`src/source/stream_pkg.sv`:
```
// shared types for the dual-operand load path; memory words are 64 bits, beats 32
// all addresses are byte addresses, memory ports only see 4-byte aligned ones
package stream_pkg;

  typedef logic [31:0] beat_t;      // one streamer output beat
  typedef logic [63:0] mem_word_t;  // 8 bytes from an aligned address, byte 0 in [7:0]

  // one streamer's access pattern
  typedef struct packed {
    logic [31:0] base_addr;    // any byte alignment
    logic [15:0] row_len;      // beats per row, >= 1
    logic [15:0] row_cnt;      // rows, >= 1
    logic [15:0] beat_stride;  // byte step inside a row
    logic [31:0] row_stride;   // byte step between row starts
  } pattern_cfg_t;

  typedef struct packed {
    pattern_cfg_t a;
    pattern_cfg_t b;
  } run_cfg_t;

  // scratchpad read port, initiator side
  typedef struct packed {
    logic        req;
    logic [31:0] addr;  // low two bits always zero
  } mem_req_t;

  // scratchpad read port, target side
  typedef struct packed {
    logic      gnt;
    logic      r_valid;  // in grant order, never stalled
    mem_word_t r_data;
  } mem_rsp_t;

  typedef struct packed {
    beat_t op_a;
    beat_t op_b;
  } operand_pair_t;

  typedef enum logic [1:0] {
    st_idle     = 2'd0,
    st_working  = 2'd1,  // issuing loads
    st_draining = 2'd2   // last load granted, waiting for beats to leave
  } streamer_state_t;

endpackage
```
`src/source/dual_source_top.sv`:
```
// two load streamers into one operand-pair stream, run started by four-phase req/ack
// cfg_i must stay stable from start_req_i rising until start_ack_o falls
`timescale 1ns/1ps

module dual_source_top #(
  parameter int OFS_DEPTH = 8,
  parameter int CNT_W     = 16
) (
  input  logic                      clk_i,
  input  logic                      rst_ni,
  input  logic                      clear_i,
  input  stream_pkg::run_cfg_t      cfg_i,
  input  logic                      start_req_i,
  output logic                      start_ack_o,
  output stream_pkg::mem_req_t      mem_a_req_o,
  input  stream_pkg::mem_rsp_t      mem_a_rsp_i,
  output stream_pkg::mem_req_t      mem_b_req_o,
  input  stream_pkg::mem_rsp_t      mem_b_rsp_i,
  output stream_pkg::operand_pair_t pair_o,
  output logic                      pair_valid_o,
  input  logic                      pair_ready_i
);
  import stream_pkg::*;

  beat_t a_beat, b_beat;
  logic  a_valid, a_ready, a_done;
  logic  b_valid, b_ready, b_done;
  logic  start_req_q;  // for edge detect
  logic  run_q;        // run in progress
  logic  a_done_q, b_done_q;
  logic  start;

  assign start = start_req_i & ~start_req_q & ~run_q & ~start_ack_o;

  always_ff @(posedge clk_i or negedge rst_ni) begin
    if (!rst_ni) begin
      start_req_q <= 1'b0;
      run_q       <= 1'b0;
      a_done_q    <= 1'b0;
      b_done_q    <= 1'b0;
      start_ack_o <= 1'b0;
    end else if (clear_i) begin
      start_req_q <= start_req_i;  // a held req does not restart after abort
      run_q       <= 1'b0;
      a_done_q    <= 1'b0;
      b_done_q    <= 1'b0;
      start_ack_o <= 1'b0;
    end else begin
      start_req_q <= start_req_i;
      if (start) begin
        run_q    <= 1'b1;
        a_done_q <= 1'b0;
        b_done_q <= 1'b0;
      end else if (run_q) begin
        if (a_done) a_done_q <= 1'b1;
        if (b_done) b_done_q <= 1'b1;
        if ((a_done_q | a_done) && (b_done_q | b_done)) begin
          run_q       <= 1'b0;
          start_ack_o <= 1'b1;  // both streamers back in idle
        end
      end
      if (start_ack_o && !start_req_i) start_ack_o <= 1'b0;  // one cycle after req drops
    end
  end

  load_streamer #(
    .OFS_DEPTH ( OFS_DEPTH ),
    .CNT_W     ( CNT_W     )
  ) u_src_a (
    .clk_i        ( clk_i       ),
    .rst_ni       ( rst_ni      ),
    .clear_i      ( clear_i     ),
    .start_i      ( start       ),
    .cfg_i        ( cfg_i.a     ),
    .mem_rsp_i    ( mem_a_rsp_i ),
    .beat_ready_i ( a_ready     ),
    .mem_req_o    ( mem_a_req_o ),
    .beat_o       ( a_beat      ),
    .beat_valid_o ( a_valid     ),
    .done_o       ( a_done      )
  );

  load_streamer #(
    .OFS_DEPTH ( OFS_DEPTH ),
    .CNT_W     ( CNT_W     )
  ) u_src_b (
    .clk_i        ( clk_i       ),
    .rst_ni       ( rst_ni      ),
    .clear_i      ( clear_i     ),
    .start_i      ( start       ),
    .cfg_i        ( cfg_i.b     ),
    .mem_rsp_i    ( mem_b_rsp_i ),
    .beat_ready_i ( b_ready     ),
    .mem_req_o    ( mem_b_req_o ),
    .beat_o       ( b_beat      ),
    .beat_valid_o ( b_valid     ),
    .done_o       ( b_done      )
  );

  operand_join u_join (
    .a_i          ( a_beat       ),
    .a_valid_i    ( a_valid      ),
    .a_ready_o    ( a_ready      ),
    .b_i          ( b_beat       ),
    .b_valid_i    ( b_valid      ),
    .b_ready_o    ( b_ready      ),
    .pair_o       ( pair_o       ),
    .pair_valid_o ( pair_valid_o ),
    .pair_ready_i ( pair_ready_i )
  );

endmodule

```
`src/source/operand_join.sv`:
```
// pairs beats of two streams one for one, purely combinational
`timescale 1ns/1ps

module operand_join (
  input  stream_pkg::beat_t         a_i,
  input  logic                      a_valid_i,
  output logic                      a_ready_o,
  input  stream_pkg::beat_t         b_i,
  input  logic                      b_valid_i,
  output logic                      b_ready_o,
  output stream_pkg::operand_pair_t pair_o,
  output logic                      pair_valid_o,
  input  logic                      pair_ready_i
);
  import stream_pkg::*;

  operand_pair_t pair;

  assign pair.op_a = a_i;
  assign pair.op_b = b_i;
  assign pair_o    = pair;

  // both sides must be present, so neither stream runs ahead
  assign pair_valid_o = a_valid_i & b_valid_i;
  assign a_ready_o    = pair_ready_i & b_valid_i;  // take a only with a partner
  assign b_ready_o    = pair_ready_i & a_valid_i;

endmodule

```
`src/source/load_streamer.sv`:
```
// source streamer: strided loads over req/gnt, 64-bit reads realigned to 32-bit beats
// response latency must stay within OFS_DEPTH cycles of the grant
`timescale 1ns/1ps

module load_streamer #(
  parameter int OFS_DEPTH = 8,
  parameter int CNT_W     = 16
) (
  input  logic                     clk_i,
  input  logic                     rst_ni,
  input  logic                     clear_i,
  input  logic                     start_i,
  input  stream_pkg::pattern_cfg_t cfg_i,
  input  stream_pkg::mem_rsp_t     mem_rsp_i,
  input  logic                     beat_ready_i,
  output stream_pkg::mem_req_t     mem_req_o,
  output stream_pkg::beat_t        beat_o,
  output logic                     beat_valid_o,
  output logic                     done_o
);
  import stream_pkg::*;

  localparam int CRD_W = $clog2(OFS_DEPTH) + 1;
  localparam int OUT_W = CRD_W + 1;  // room for an aborted run's tail

  streamer_state_t cs, ns;
  logic [CRD_W-1:0] credit_q;   // grant to beat transfer
  logic [OUT_W-1:0] out_q;      // grant to response
  logic [OUT_W-1:0] out_d;
  logic [OUT_W-1:0] drop_q;     // responses left over from a cleared run
  logic [31:0]      gen_addr;
  logic             gen_last;
  logic             gen_load;
  logic             grant;
  logic             rsp_keep;
  logic             beat_xfer;
  logic             data_push;
  logic             data_empty;
  logic             ofs_empty;
  logic [1:0]       ofs_head;
  mem_word_t        data_head;
  mem_word_t        word_sel;

  assign gen_load       = start_i && (cs == st_idle);
  assign mem_req_o.req  = (cs == st_working) && (credit_q != CRD_W'(OFS_DEPTH));
  assign mem_req_o.addr = {gen_addr[31:2], 2'b00};  // word aligned, held until gnt
  assign grant          = mem_req_o.req & mem_rsp_i.gnt;

  addr_gen #(
    .CNT_W ( CNT_W )
  ) u_addr_gen (
    .clk_i     ( clk_i    ),
    .rst_ni    ( rst_ni   ),
    .clear_i   ( clear_i  ),
    .load_i    ( gen_load ),
    .cfg_i     ( cfg_i    ),
    .advance_i ( grant    ),
    .addr_o    ( gen_addr ),
    .last_o    ( gen_last )
  );

  // byte offset of every granted load, consumed with its beat
  sync_fifo #(
    .payload_t ( logic [1:0] ),
    .DEPTH     ( OFS_DEPTH   )
  ) u_ofs_fifo (
    .clk_i   ( clk_i          ),
    .rst_ni  ( rst_ni         ),
    .clear_i ( clear_i        ),
    .push_i  ( grant          ),
    .data_i  ( gen_addr[1:0]  ),
    .pop_i   ( beat_xfer      ),
    .data_o  ( ofs_head       ),
    .empty_o ( ofs_empty      ),
    .full_o  (                )
  );

  // response words not taken straight through
  sync_fifo #(
    .payload_t ( mem_word_t ),
    .DEPTH     ( OFS_DEPTH  )
  ) u_data_fifo (
    .clk_i   ( clk_i                   ),
    .rst_ni  ( rst_ni                  ),
    .clear_i ( clear_i                 ),
    .push_i  ( data_push               ),
    .data_i  ( mem_rsp_i.r_data        ),
    .pop_i   ( beat_xfer & ~data_empty ),
    .data_o  ( data_head               ),
    .empty_o ( data_empty              ),
    .full_o  (                         )
  );

  assign rsp_keep     = mem_rsp_i.r_valid && (drop_q == '0);  // stale ones dropped
  assign beat_valid_o = (rsp_keep | ~data_empty) & ~ofs_empty;
  assign beat_xfer    = beat_valid_o & beat_ready_i;
  assign data_push    = rsp_keep & ~(data_empty & beat_xfer);  // bypass taken directly
  assign word_sel     = data_empty ? mem_rsp_i.r_data : data_head;
  assign beat_o       = beat_t'(word_sel >> {ofs_head, 3'b000});  // little endian shift

  // credits bound both FIFOs
  always_ff @(posedge clk_i or negedge rst_ni) begin
    if (!rst_ni) begin
      credit_q <= '0;
    end else if (clear_i) begin
      credit_q <= '0;
    end else begin
      case ({grant, beat_xfer})
        2'b10:   credit_q <= credit_q + 1'b1;
        2'b01:   credit_q <= credit_q - 1'b1;
        default: ;
      endcase
    end
  end

  // in-flight count survives clear so late responses can be discarded
  assign out_d = out_q + OUT_W'(grant) - OUT_W'(mem_rsp_i.r_valid);

  always_ff @(posedge clk_i or negedge rst_ni) begin
    if (!rst_ni) begin
      out_q  <= '0;
      drop_q <= '0;
    end else begin
      out_q <= out_d;
      if (clear_i) drop_q <= out_d;  // everything in flight is stale
      else if (mem_rsp_i.r_valid && drop_q != '0) drop_q <= drop_q - 1'b1;
    end
  end

  always_comb begin
    ns     = cs;
    done_o = 1'b0;
    case (cs)
      st_idle:     if (start_i) ns = st_working;
      st_working:  if (grant && gen_last) ns = st_draining;  // final address accepted
      st_draining: begin
        if (credit_q == '0 && data_empty) begin
          ns     = st_idle;
          done_o = 1'b1;  // single cycle, last beat already gone
        end
      end
      default:     ns = st_idle;
    endcase
  end

  always_ff @(posedge clk_i or negedge rst_ni) begin
    if (!rst_ni)      cs <= st_idle;
    else if (clear_i) cs <= st_idle;
    else              cs <= ns;
  end

endmodule

```
`src/source/addr_gen.sv`:
```
// two-level strided byte address walk, unsigned strides, wraps at 2^32
// row_len and row_cnt are truncated to CNT_W bits
`timescale 1ns/1ps

module addr_gen #(
  parameter int CNT_W = 16
) (
  input  logic                     clk_i,
  input  logic                     rst_ni,
  input  logic                     clear_i,
  input  logic                     load_i,
  input  stream_pkg::pattern_cfg_t cfg_i,
  input  logic                     advance_i,
  output logic [31:0]              addr_o,
  output logic                     last_o
);
  import stream_pkg::*;

  pattern_cfg_t     cfg_q;       // captured pattern
  logic [31:0]      addr_q;      // current address
  logic [31:0]      row_base_q;  // start of current row
  logic [CNT_W-1:0] beat_cnt_q;
  logic [CNT_W-1:0] row_cnt_q;
  logic             row_end;
  logic [31:0]      next_row;

  assign row_end  = (beat_cnt_q == CNT_W'(cfg_q.row_len - 16'd1));
  assign next_row = row_base_q + cfg_q.row_stride;
  assign addr_o   = addr_q;
  assign last_o   = row_end && (row_cnt_q == CNT_W'(cfg_q.row_cnt - 16'd1));

  always_ff @(posedge clk_i) begin
    if (load_i) cfg_q <= cfg_i;
  end

  always_ff @(posedge clk_i or negedge rst_ni) begin
    if (!rst_ni) begin
      addr_q     <= '0;
      row_base_q <= '0;
      beat_cnt_q <= '0;
      row_cnt_q  <= '0;
    end else if (clear_i) begin
      beat_cnt_q <= '0;
      row_cnt_q  <= '0;
    end else if (load_i) begin
      addr_q     <= cfg_i.base_addr;  // first address valid next cycle
      row_base_q <= cfg_i.base_addr;
      beat_cnt_q <= '0;
      row_cnt_q  <= '0;
    end else if (advance_i) begin
      if (row_end) begin
        addr_q     <= next_row;  // jump to next row start
        row_base_q <= next_row;
        beat_cnt_q <= '0;
        row_cnt_q  <= row_cnt_q + 1'b1;
      end else begin
        addr_q     <= addr_q + {16'd0, cfg_q.beat_stride};
        beat_cnt_q <= beat_cnt_q + 1'b1;
      end
    end
  end

endmodule

```
`src/source/sync_fifo.sv`:
```
// registered-output FIFO, no fall-through; DEPTH must be a power of two >= 2
// push on full or pop on empty is not guarded here
`timescale 1ns/1ps

module sync_fifo #(
  parameter type payload_t = logic [7:0],
  parameter int  DEPTH     = 8
) (
  input  logic     clk_i,
  input  logic     rst_ni,
  input  logic     clear_i,
  input  logic     push_i,
  input  payload_t data_i,
  input  logic     pop_i,
  output payload_t data_o,
  output logic     empty_o,
  output logic     full_o
);

  localparam int AW = $clog2(DEPTH);

  payload_t       mem_q [DEPTH];  // storage, no reset
  logic [AW-1:0]  wr_ptr_q;
  logic [AW-1:0]  rd_ptr_q;
  logic [AW:0]    count_q;        // one extra bit to tell full from empty

  assign data_o  = mem_q[rd_ptr_q];
  assign empty_o = (count_q == '0);
  assign full_o  = (count_q == (AW+1)'(DEPTH));

  always_ff @(posedge clk_i or negedge rst_ni) begin
    if (!rst_ni) begin
      wr_ptr_q <= '0;
      rd_ptr_q <= '0;
      count_q  <= '0;
    end else if (clear_i) begin
      wr_ptr_q <= '0;
      rd_ptr_q <= '0;
      count_q  <= '0;
    end else begin
      if (push_i) wr_ptr_q <= wr_ptr_q + 1'b1;  // wraps, power-of-two depth
      if (pop_i)  rd_ptr_q <= rd_ptr_q + 1'b1;
      case ({push_i, pop_i})
        2'b10:   count_q <= count_q + 1'b1;
        2'b01:   count_q <= count_q - 1'b1;
        default: ;  // both or neither, level unchanged
      endcase
    end
  end

  always_ff @(posedge clk_i) begin
    if (push_i) mem_q[wr_ptr_q] <= data_i;
  end

endmodule

```
`config.mk`:
```
export PLATFORM = sky130hd
export DESIGN_NAME = dual_source_top
export DESIGN_NICKNAME = d
export VERILOG_FILES = /design/src/source/stream_pkg.sv /design/src/source/dual_source_top.sv /design/src/source/operand_join.sv /design/src/source/load_streamer.sv /design/src/source/addr_gen.sv /design/src/source/sync_fifo.sv
export SDC_FILE = /design/constraint.sdc
export NUM_CORES = 2
export LEC_CHECK = 0
export BUFFER_PORTS_ARGS = -buffer_cell sky130_fd_sc_hd__buf_2
export CORE_ASPECT_RATIO = 0.7
export CORE_MARGIN = 8
export CORE_UTILIZATION = 40
export CTS_BUF_LIST = sky130_fd_sc_hd__clkbuf_4
export CTS_CLUSTER_SIZE = 28
export DETAILED_ROUTE_END_ITERATION = 10
export SETUP_SLACK_MARGIN = 0.1
export SYNTH_ARGS = -nofsm -noshare
export SYNTH_HDL_FRONTEND = slang
export SYNTH_HIERARCHICAL = 1
export SYNTH_SLANG_ARGS = --single-unit
```
`constraint.sdc`:
```
create_clock -name clk_i -period 10.4 [get_ports clk_i]
set_input_delay 1.56 -clock clk_i [delete_from_list [all_inputs] [get_ports clk_i]]
set_output_delay 1.56 -clock clk_i [all_outputs]
set_load 0.05 [all_outputs]
```
### Word level (Yosys, flattened, before mapping)

Memories as Yosys holds them, arrays and structs flattened.
Cells that the tools add are included.

| operators by class | value |
|---|---|
| reduce and logical (&&, ||, !) cells | 67 |
| shift-type cells | 2 |
| mux-type cells | 100 |
| bitwise logic cells | 32 |
| add/subtract/negate cells | 38 |
| equality and inequality tests | 25 |

Operators with widths:

| cell | number |
|---|---|
| $mux 32 | 12 |
| $mux 16 | 16 |
| $mux 64 | 2 |
| $shr 64x5->32 | 2 |
| $add 16x1->16 const B | 4 |
| $add 32x16->32 | 2 |
| $add 32x32->32 | 2 |
| $eq 16x16->1 | 4 |
| $sub 16x1->16 const B | 4 |
| $mux 3 | 16 |
| $pmux 4 s2 | 6 |
| $reduce_bool 3->1 | 13 |
| $mux 1 | 29 |
| $reduce_bool 2->1 | 14 |
| $add 3x1->3 const B | 8 |
| $add 4x1->4 const B | 6 |
| $logic_not 4->1 | 6 |
| $mux 4 | 6 |
| $sub 4x1->4 const B | 6 |
| $mux 5 | 4 |
| $and 1x1->1 | 18 |
| $logic_and 1x1->1 | 16 |
| $reduce_and 3->1 | 5 |
| $mux 2 | 7 |
| 16 further kinds | 56 |

| word-level totals | value |
|---|---|
| bits in writable memories | 1,056 |
| input port bits | 361 |
| output and inout port bits | 132 |
| memories | 4 |
| register bits after elaboration | 429 |

Memory list:

| name | words | width | read ports | clocked after memory_dff | write ports | line | text |
|---|---|---|---|---|---|---|---|
| u_src_a.u_data_fifo.mem_q | 8 | 64 | 1 | 0 | 1 | sync_fifo.sv:22 | `payload_t mem_q [DEPTH];` |
| u_src_b.u_data_fifo.mem_q | 8 | 64 | 1 | 0 | 1 | sync_fifo.sv:22 |  |
| u_src_a.u_ofs_fifo.mem_q | 8 | 2 | 1 | 0 | 1 | sync_fifo.sv:22 |  |
| u_src_b.u_ofs_fifo.mem_q | 8 | 2 | 1 | 0 | 1 | sync_fifo.sv:22 |  |

### Logic depth before layout (Yosys ltp)

| depth | value |
|---|---|
| word-level depth | 12 |
| gate-level depth with buffers | 16 |

### Hierarchy

Netlist, hierarchy kept.

By module, submodules not included:

| module | cells each | sequential area each (um^2) | instances | area an instance (um^2) |
|---|---|---|---|---|
| sync_fifo at u_src_a.u_data_fifo ... | 814 | 15,625.0 | 2 | 19,855.3 |
| addr_gen at u_src_a.u_addr_gen | 1,170 | 4,804.6 | 1 | 11,065.6 |
| addr_gen at u_src_b.u_addr_gen | 1,149 | 4,804.6 | 1 | 10,928.0 |
| load_streamer | 206 | 400.4 | 2 | 2,606.2 |
| sync_fifo at u_src_b.u_ofs_fifo | 98 | 730.7 | 1 | 1,280.0 |
| sync_fifo at u_src_a.u_ofs_fifo | 98 | 730.7 | 1 | 1,276.2 |
| operand_join | 67 | 0.0 | 1 | 499.2 |
| dual_source_top | 16 | 125.1 | 1 | 220.2 |

### Least setup slack after synthesis

OpenSTA, ideal clock, no wires.

| timing | value |
|---|---|
| path kind | input port to flip-flop |
| from | in start_req_i |
| to | reg u_src_b.u_addr_gen.row_base_q[31] |
| arrival time | 10,212 ps |
| data required time | 10,281 ps |
| path slack | 69 ps |
| stages | 8 |
| cell sequence | nor4b_4 > nor3b_1 > inv_1 > a21oi_1 > nand2_1 > a2111oi_2 > a31oi_1 > o21a_1 |

| on the way | value |
|---|---|
| longest elaborated chain between the ends | 6 |

Ends and longest elaborated chain:

| what | line | text |
|---|---|---|
| start: declaration | dual_source_top.sv:13 | `input logic start_req_i,` |
| $and 1x1->1 (*) (3 in a row) | dual_source_top.sv:33 | `assign start = start_req_i & ~start_req_q & ~run_q & ~start_ack_o;` |
| $logic_and 1x1->1 (*) | load_streamer.sv:44 | `assign gen_load = start_i && (cs == st_idle);` |
| net u_src_b.gen_load | load_streamer.sv:33 | `logic gen_load;` |
| $reduce_bool 2->1 (no line) | n/a |  |
| $reduce_and 3->1 (no line) | n/a |  |
| end signal: assignment | addr_gen.sv:47 | `row_base_q <= cfg_i.base_addr;` |
| end signal: assignment | addr_gen.sv:53 | `row_base_q <= next_row;` |
| end: declaration | addr_gen.sv:21 | `logic [31:0] row_base_q;` |

Mark *: on every way through the listed nets, which the timed path passes. The rest lies on a longest branch.
A chain may end at the register's enable or synchronous reset.

==> flow_metrics.env <==
export IMPL_layout_commonest_cell="edfxtp_1"
export IMPL_critical_path_max_fanout=44
export IMPL_antenna_found_initial=48
export IMPL_grt_start_max_net_pins=144
export IMPL_post_cts_resize_count=0
export IMPL_clock_pin_slew_worst_setup_and_hold_paths_ns=0.07
export IMPL_number_of_buffers_on_the_longest_clock_path=4
export IMPL_critPathLaunchType="flop"
export IMPL_cap_viol_max_count=0
export IMPL_detailedRoute_firstIterationViolations=3259
export IMPL_dp_cells=6839
export IMPL_setup_ws_pre_cts_ns=4.56
export IMPL_reg2reg_slack_ns=5.73
export IMPL_timing_final_setup_violations=0
export IMPL_vias=41400
export IMPL_drcViolationCount=0
export IMPL_run_status="complete, no violations"
export IMPL_grt_util_all_layers=0.188
export IMPL_cts_tree="yes"
export IMPL_worst_setup_path_startpoint="u_src_b/u_data_fifo/count_q[0]$_DFFE_PN0P_"
export IMPL_place_detailed_hpwl_um=108000
export IMPL_fin_cells=7455
export IMPL_post_cts_hold_buffer_count=0
export IMPL_slew_limit_headroom=0.175
export IMPL_fp_dieArea_um2=177000
export IMPL_worst_slew_pin_transition_ns=1.23
export IMPL_clk_tree_root_cell="clkbuf_4"
export IMPL_grt_first_pass_wirelength_um=259000
export IMPL_finalSetupTns_ns=0
export IMPL_placement_io_buffers=472
export IMPL_post_layout_worst_setup_margin_ns=3.74
export IMPL_netlist_area_um2=65400
export IMPL_yosys_warnings=6
export IMPL_grt_pass1_vias=41700
export IMPL_rr_startpoint="u_src_a/u_addr_gen/cfg_q[64]$_DFFE_PP_"
export IMPL_layout_area_overhead_vs_synth_pct=12.6
export IMPL_finalWirelength_um=172000
export IMPL_drt_vias_per_instance=5.55
export IMPL_syn_inst=4458
export IMPL_criticalPathCategory="flop to output port"
export IMPL_wl_per_cell_um=23.1
export IMPL_max_clock_freq_mhz=150
export IMPL_placeableCoreArea_um2=163000
export IMPL_holdCritPathClass="primary input to async pin"
export IMPL_detail_route_first_pass_iterations=5
export IMPL_clk_insertion_delay_late_ns=1.28
export IMPL_arrival_time_at_the_worst_endpoint_ns=5.10
export IMPL_cts_setup_buffers=0
export IMPL_drt_antenna_violating_nets=0
export IMPL_r2r_worst_path_cells=12
export IMPL_synth_avg_cell_area_um2=14.7
export IMPL_horizontal_die_dimension_um=499
export IMPL_timing_final_crit_period_ns=6.66
export IMPL_clock_sinks=1357
export IMPL_power_per_cell_area_nw_per_um2=191
export IMPL_fin_nets=5561
export IMPL_rsz0062_at_grt="false"
export IMPL_power_leakage_nw=26.3
export IMPL_final_cell_mix="edfxtp_1 (1088), clkbuf_4 (496), buf_2 (470)"
export IMPL_final_hold_violations=0
export IMPL_required_ns=8.84
export IMPL_floorplan_die_height_um=354
export IMPL_final_max_slew_violation_count=0
export IMPL_crit_end="pair_o[26]"
export IMPL_tritoncts_num_buffers=357
export IMPL_initial_utilization=0.402
export IMPL_vdd_drop_max_mv=0.181
export IMPL_post_route_fraction_of_the_period_consumed_by_the_critical_path=0.640
export IMPL_globalRouteOverflowTotal=0
export IMPL_drive_above_1_share=0.314
export IMPL_rows=124
export IMPL_final_setup_skew_ns=0.169
export IMPL_ioPinCount=493
export IMPL_regToRegEndpoint="u_src_a/u_addr_gen/addr_o[28]$_DFFE_PN0P_"
export IMPL_cts_max_level=5
export IMPL_routabilityCongestion=0.891
export IMPL_endpoint_kind="output port"
==> layout make-up <==
class	instances	area [um2]
antenna	32	80.1
clock buffer	496	3720
clock inverter	88	440
fill	14600	89200
inverter	104	390
multi-input combinational	2709	24100
sequential	1357	39400
tap	2142	2680
timing repair buffer	527	2830
==> flip-flops by register name, summed over array words and instances, names as in the netlist, 5 cells and up <==
| register | flops |
|---|---|
| u_src_b/u_ofs_fifo/mem_q | 16 |
| u_src_a/u_addr_gen/beat_cnt_q | 16 |
| u_src_b/u_addr_gen/row_cnt_q | 16 |
| u_src_a/u_addr_gen/row_cnt_q | 16 |
| u_src_a/out_q | 5 |
| u_src_b/drop_q | 5 |
| u_src_a/drop_q | 5 |
| u_src_b/out_q | 5 |
| u_src_a/u_data_fifo/mem_q | 448 |
| u_src_a/u_addr_gen/cfg_q | 80 |
| u_src_b/u_addr_gen/beat_cnt_q | 16 |
| u_src_b/u_addr_gen/cfg_q | 80 |
| u_src_a/u_ofs_fifo/mem_q | 16 |
| u_src_a/u_addr_gen/row_base_q | 32 |
| u_src_b/u_addr_gen/row_base_q | 32 |
| u_src_b/u_data_fifo/mem_q | 448 |
| u_src_b/u_addr_gen/addr_o | 32 |
| u_src_a/u_addr_gen/addr_o | 32 |
==> worst min-delay path by stage <==
stage / cells after the start / end / from
floorplan: 2 / u_src_a/u_addr_gen/row_base_q[23]$_DFFE_PN0P_ / u_src_a/u_addr_gen/row_base_q[23]$_DFFE_PN0P_
global placement: 2 / u_src_a/u_addr_gen/row_base_q[23]$_DFFE_PN0P_ / u_src_a/u_addr_gen/row_base_q[23]$_DFFE_PN0P_
detailed placement: 2 / u_src_a/u_addr_gen/row_base_q[23]$_DFFE_PN0P_ / u_src_a/u_addr_gen/row_base_q[23]$_DFFE_PN0P_
CTS: 1 / u_src_a/u_addr_gen/addr_o[2]$_DFFE_PN0P_ / rst_ni
global route: 1 / u_src_a/u_addr_gen/addr_o[19]$_DFFE_PN0P_ / rst_ni
finish: 1 / u_src_a/u_addr_gen/addr_o[19]$_DFFE_PN0P_ / rst_ni
==> critical path, stage by stage (launching register included) <==
cell,delay [ns]
dfrtp_1,0.45
nor4_2,1.06
buf_4,0.34
buf_4,0.72
mux4_2,0.62
mux2_2,0.32
buf_2,0.24
==> where the power goes <==
| group | internal, W | switching [W] | total (W) |
|---|---|---|---|
| clock network | 0.00226 | 0.00220 | 0.00446 |
| logic | 0.00116 | 0.00199 | 0.00314 |
| registers | 0.00618 | 0.000266 | 0.00644 |
==> routing by layer <==
metal | up-vias | track usage | part of all wire
met3 | 277 | 0.0533 | 0.077
met5 | - | 0 | 0.00074
met1 | 20800 | 0.263 | 0.44
met4 | 20 | 0.0564 | 0.021
li1 | 18800 | - | -
met2 | 1459 | 0.285 | 0.46
==> stage by stage <==
| step | area, um2 | power (W) | util | hold WS [ns] |
|---|---|---|---|---|
| after CTS | 73600 | 0.0142 | 0.452 | 0.213 |
| after floorplan | 65400 | 0.00884 | - | 0.450 |
| after global routing | 73700 | 0.0148 | 0.452 | 0.242 |
| final | 73700 | 0.0141 | 0.452 | 0.359 |
| after detailed placement | 69400 | 0.00967 | 0.426 | 0.485 |
| after global placement | 69400 | 0.00963 | 0.426 | 0.477 |
(Power assumes the default switching activity.)
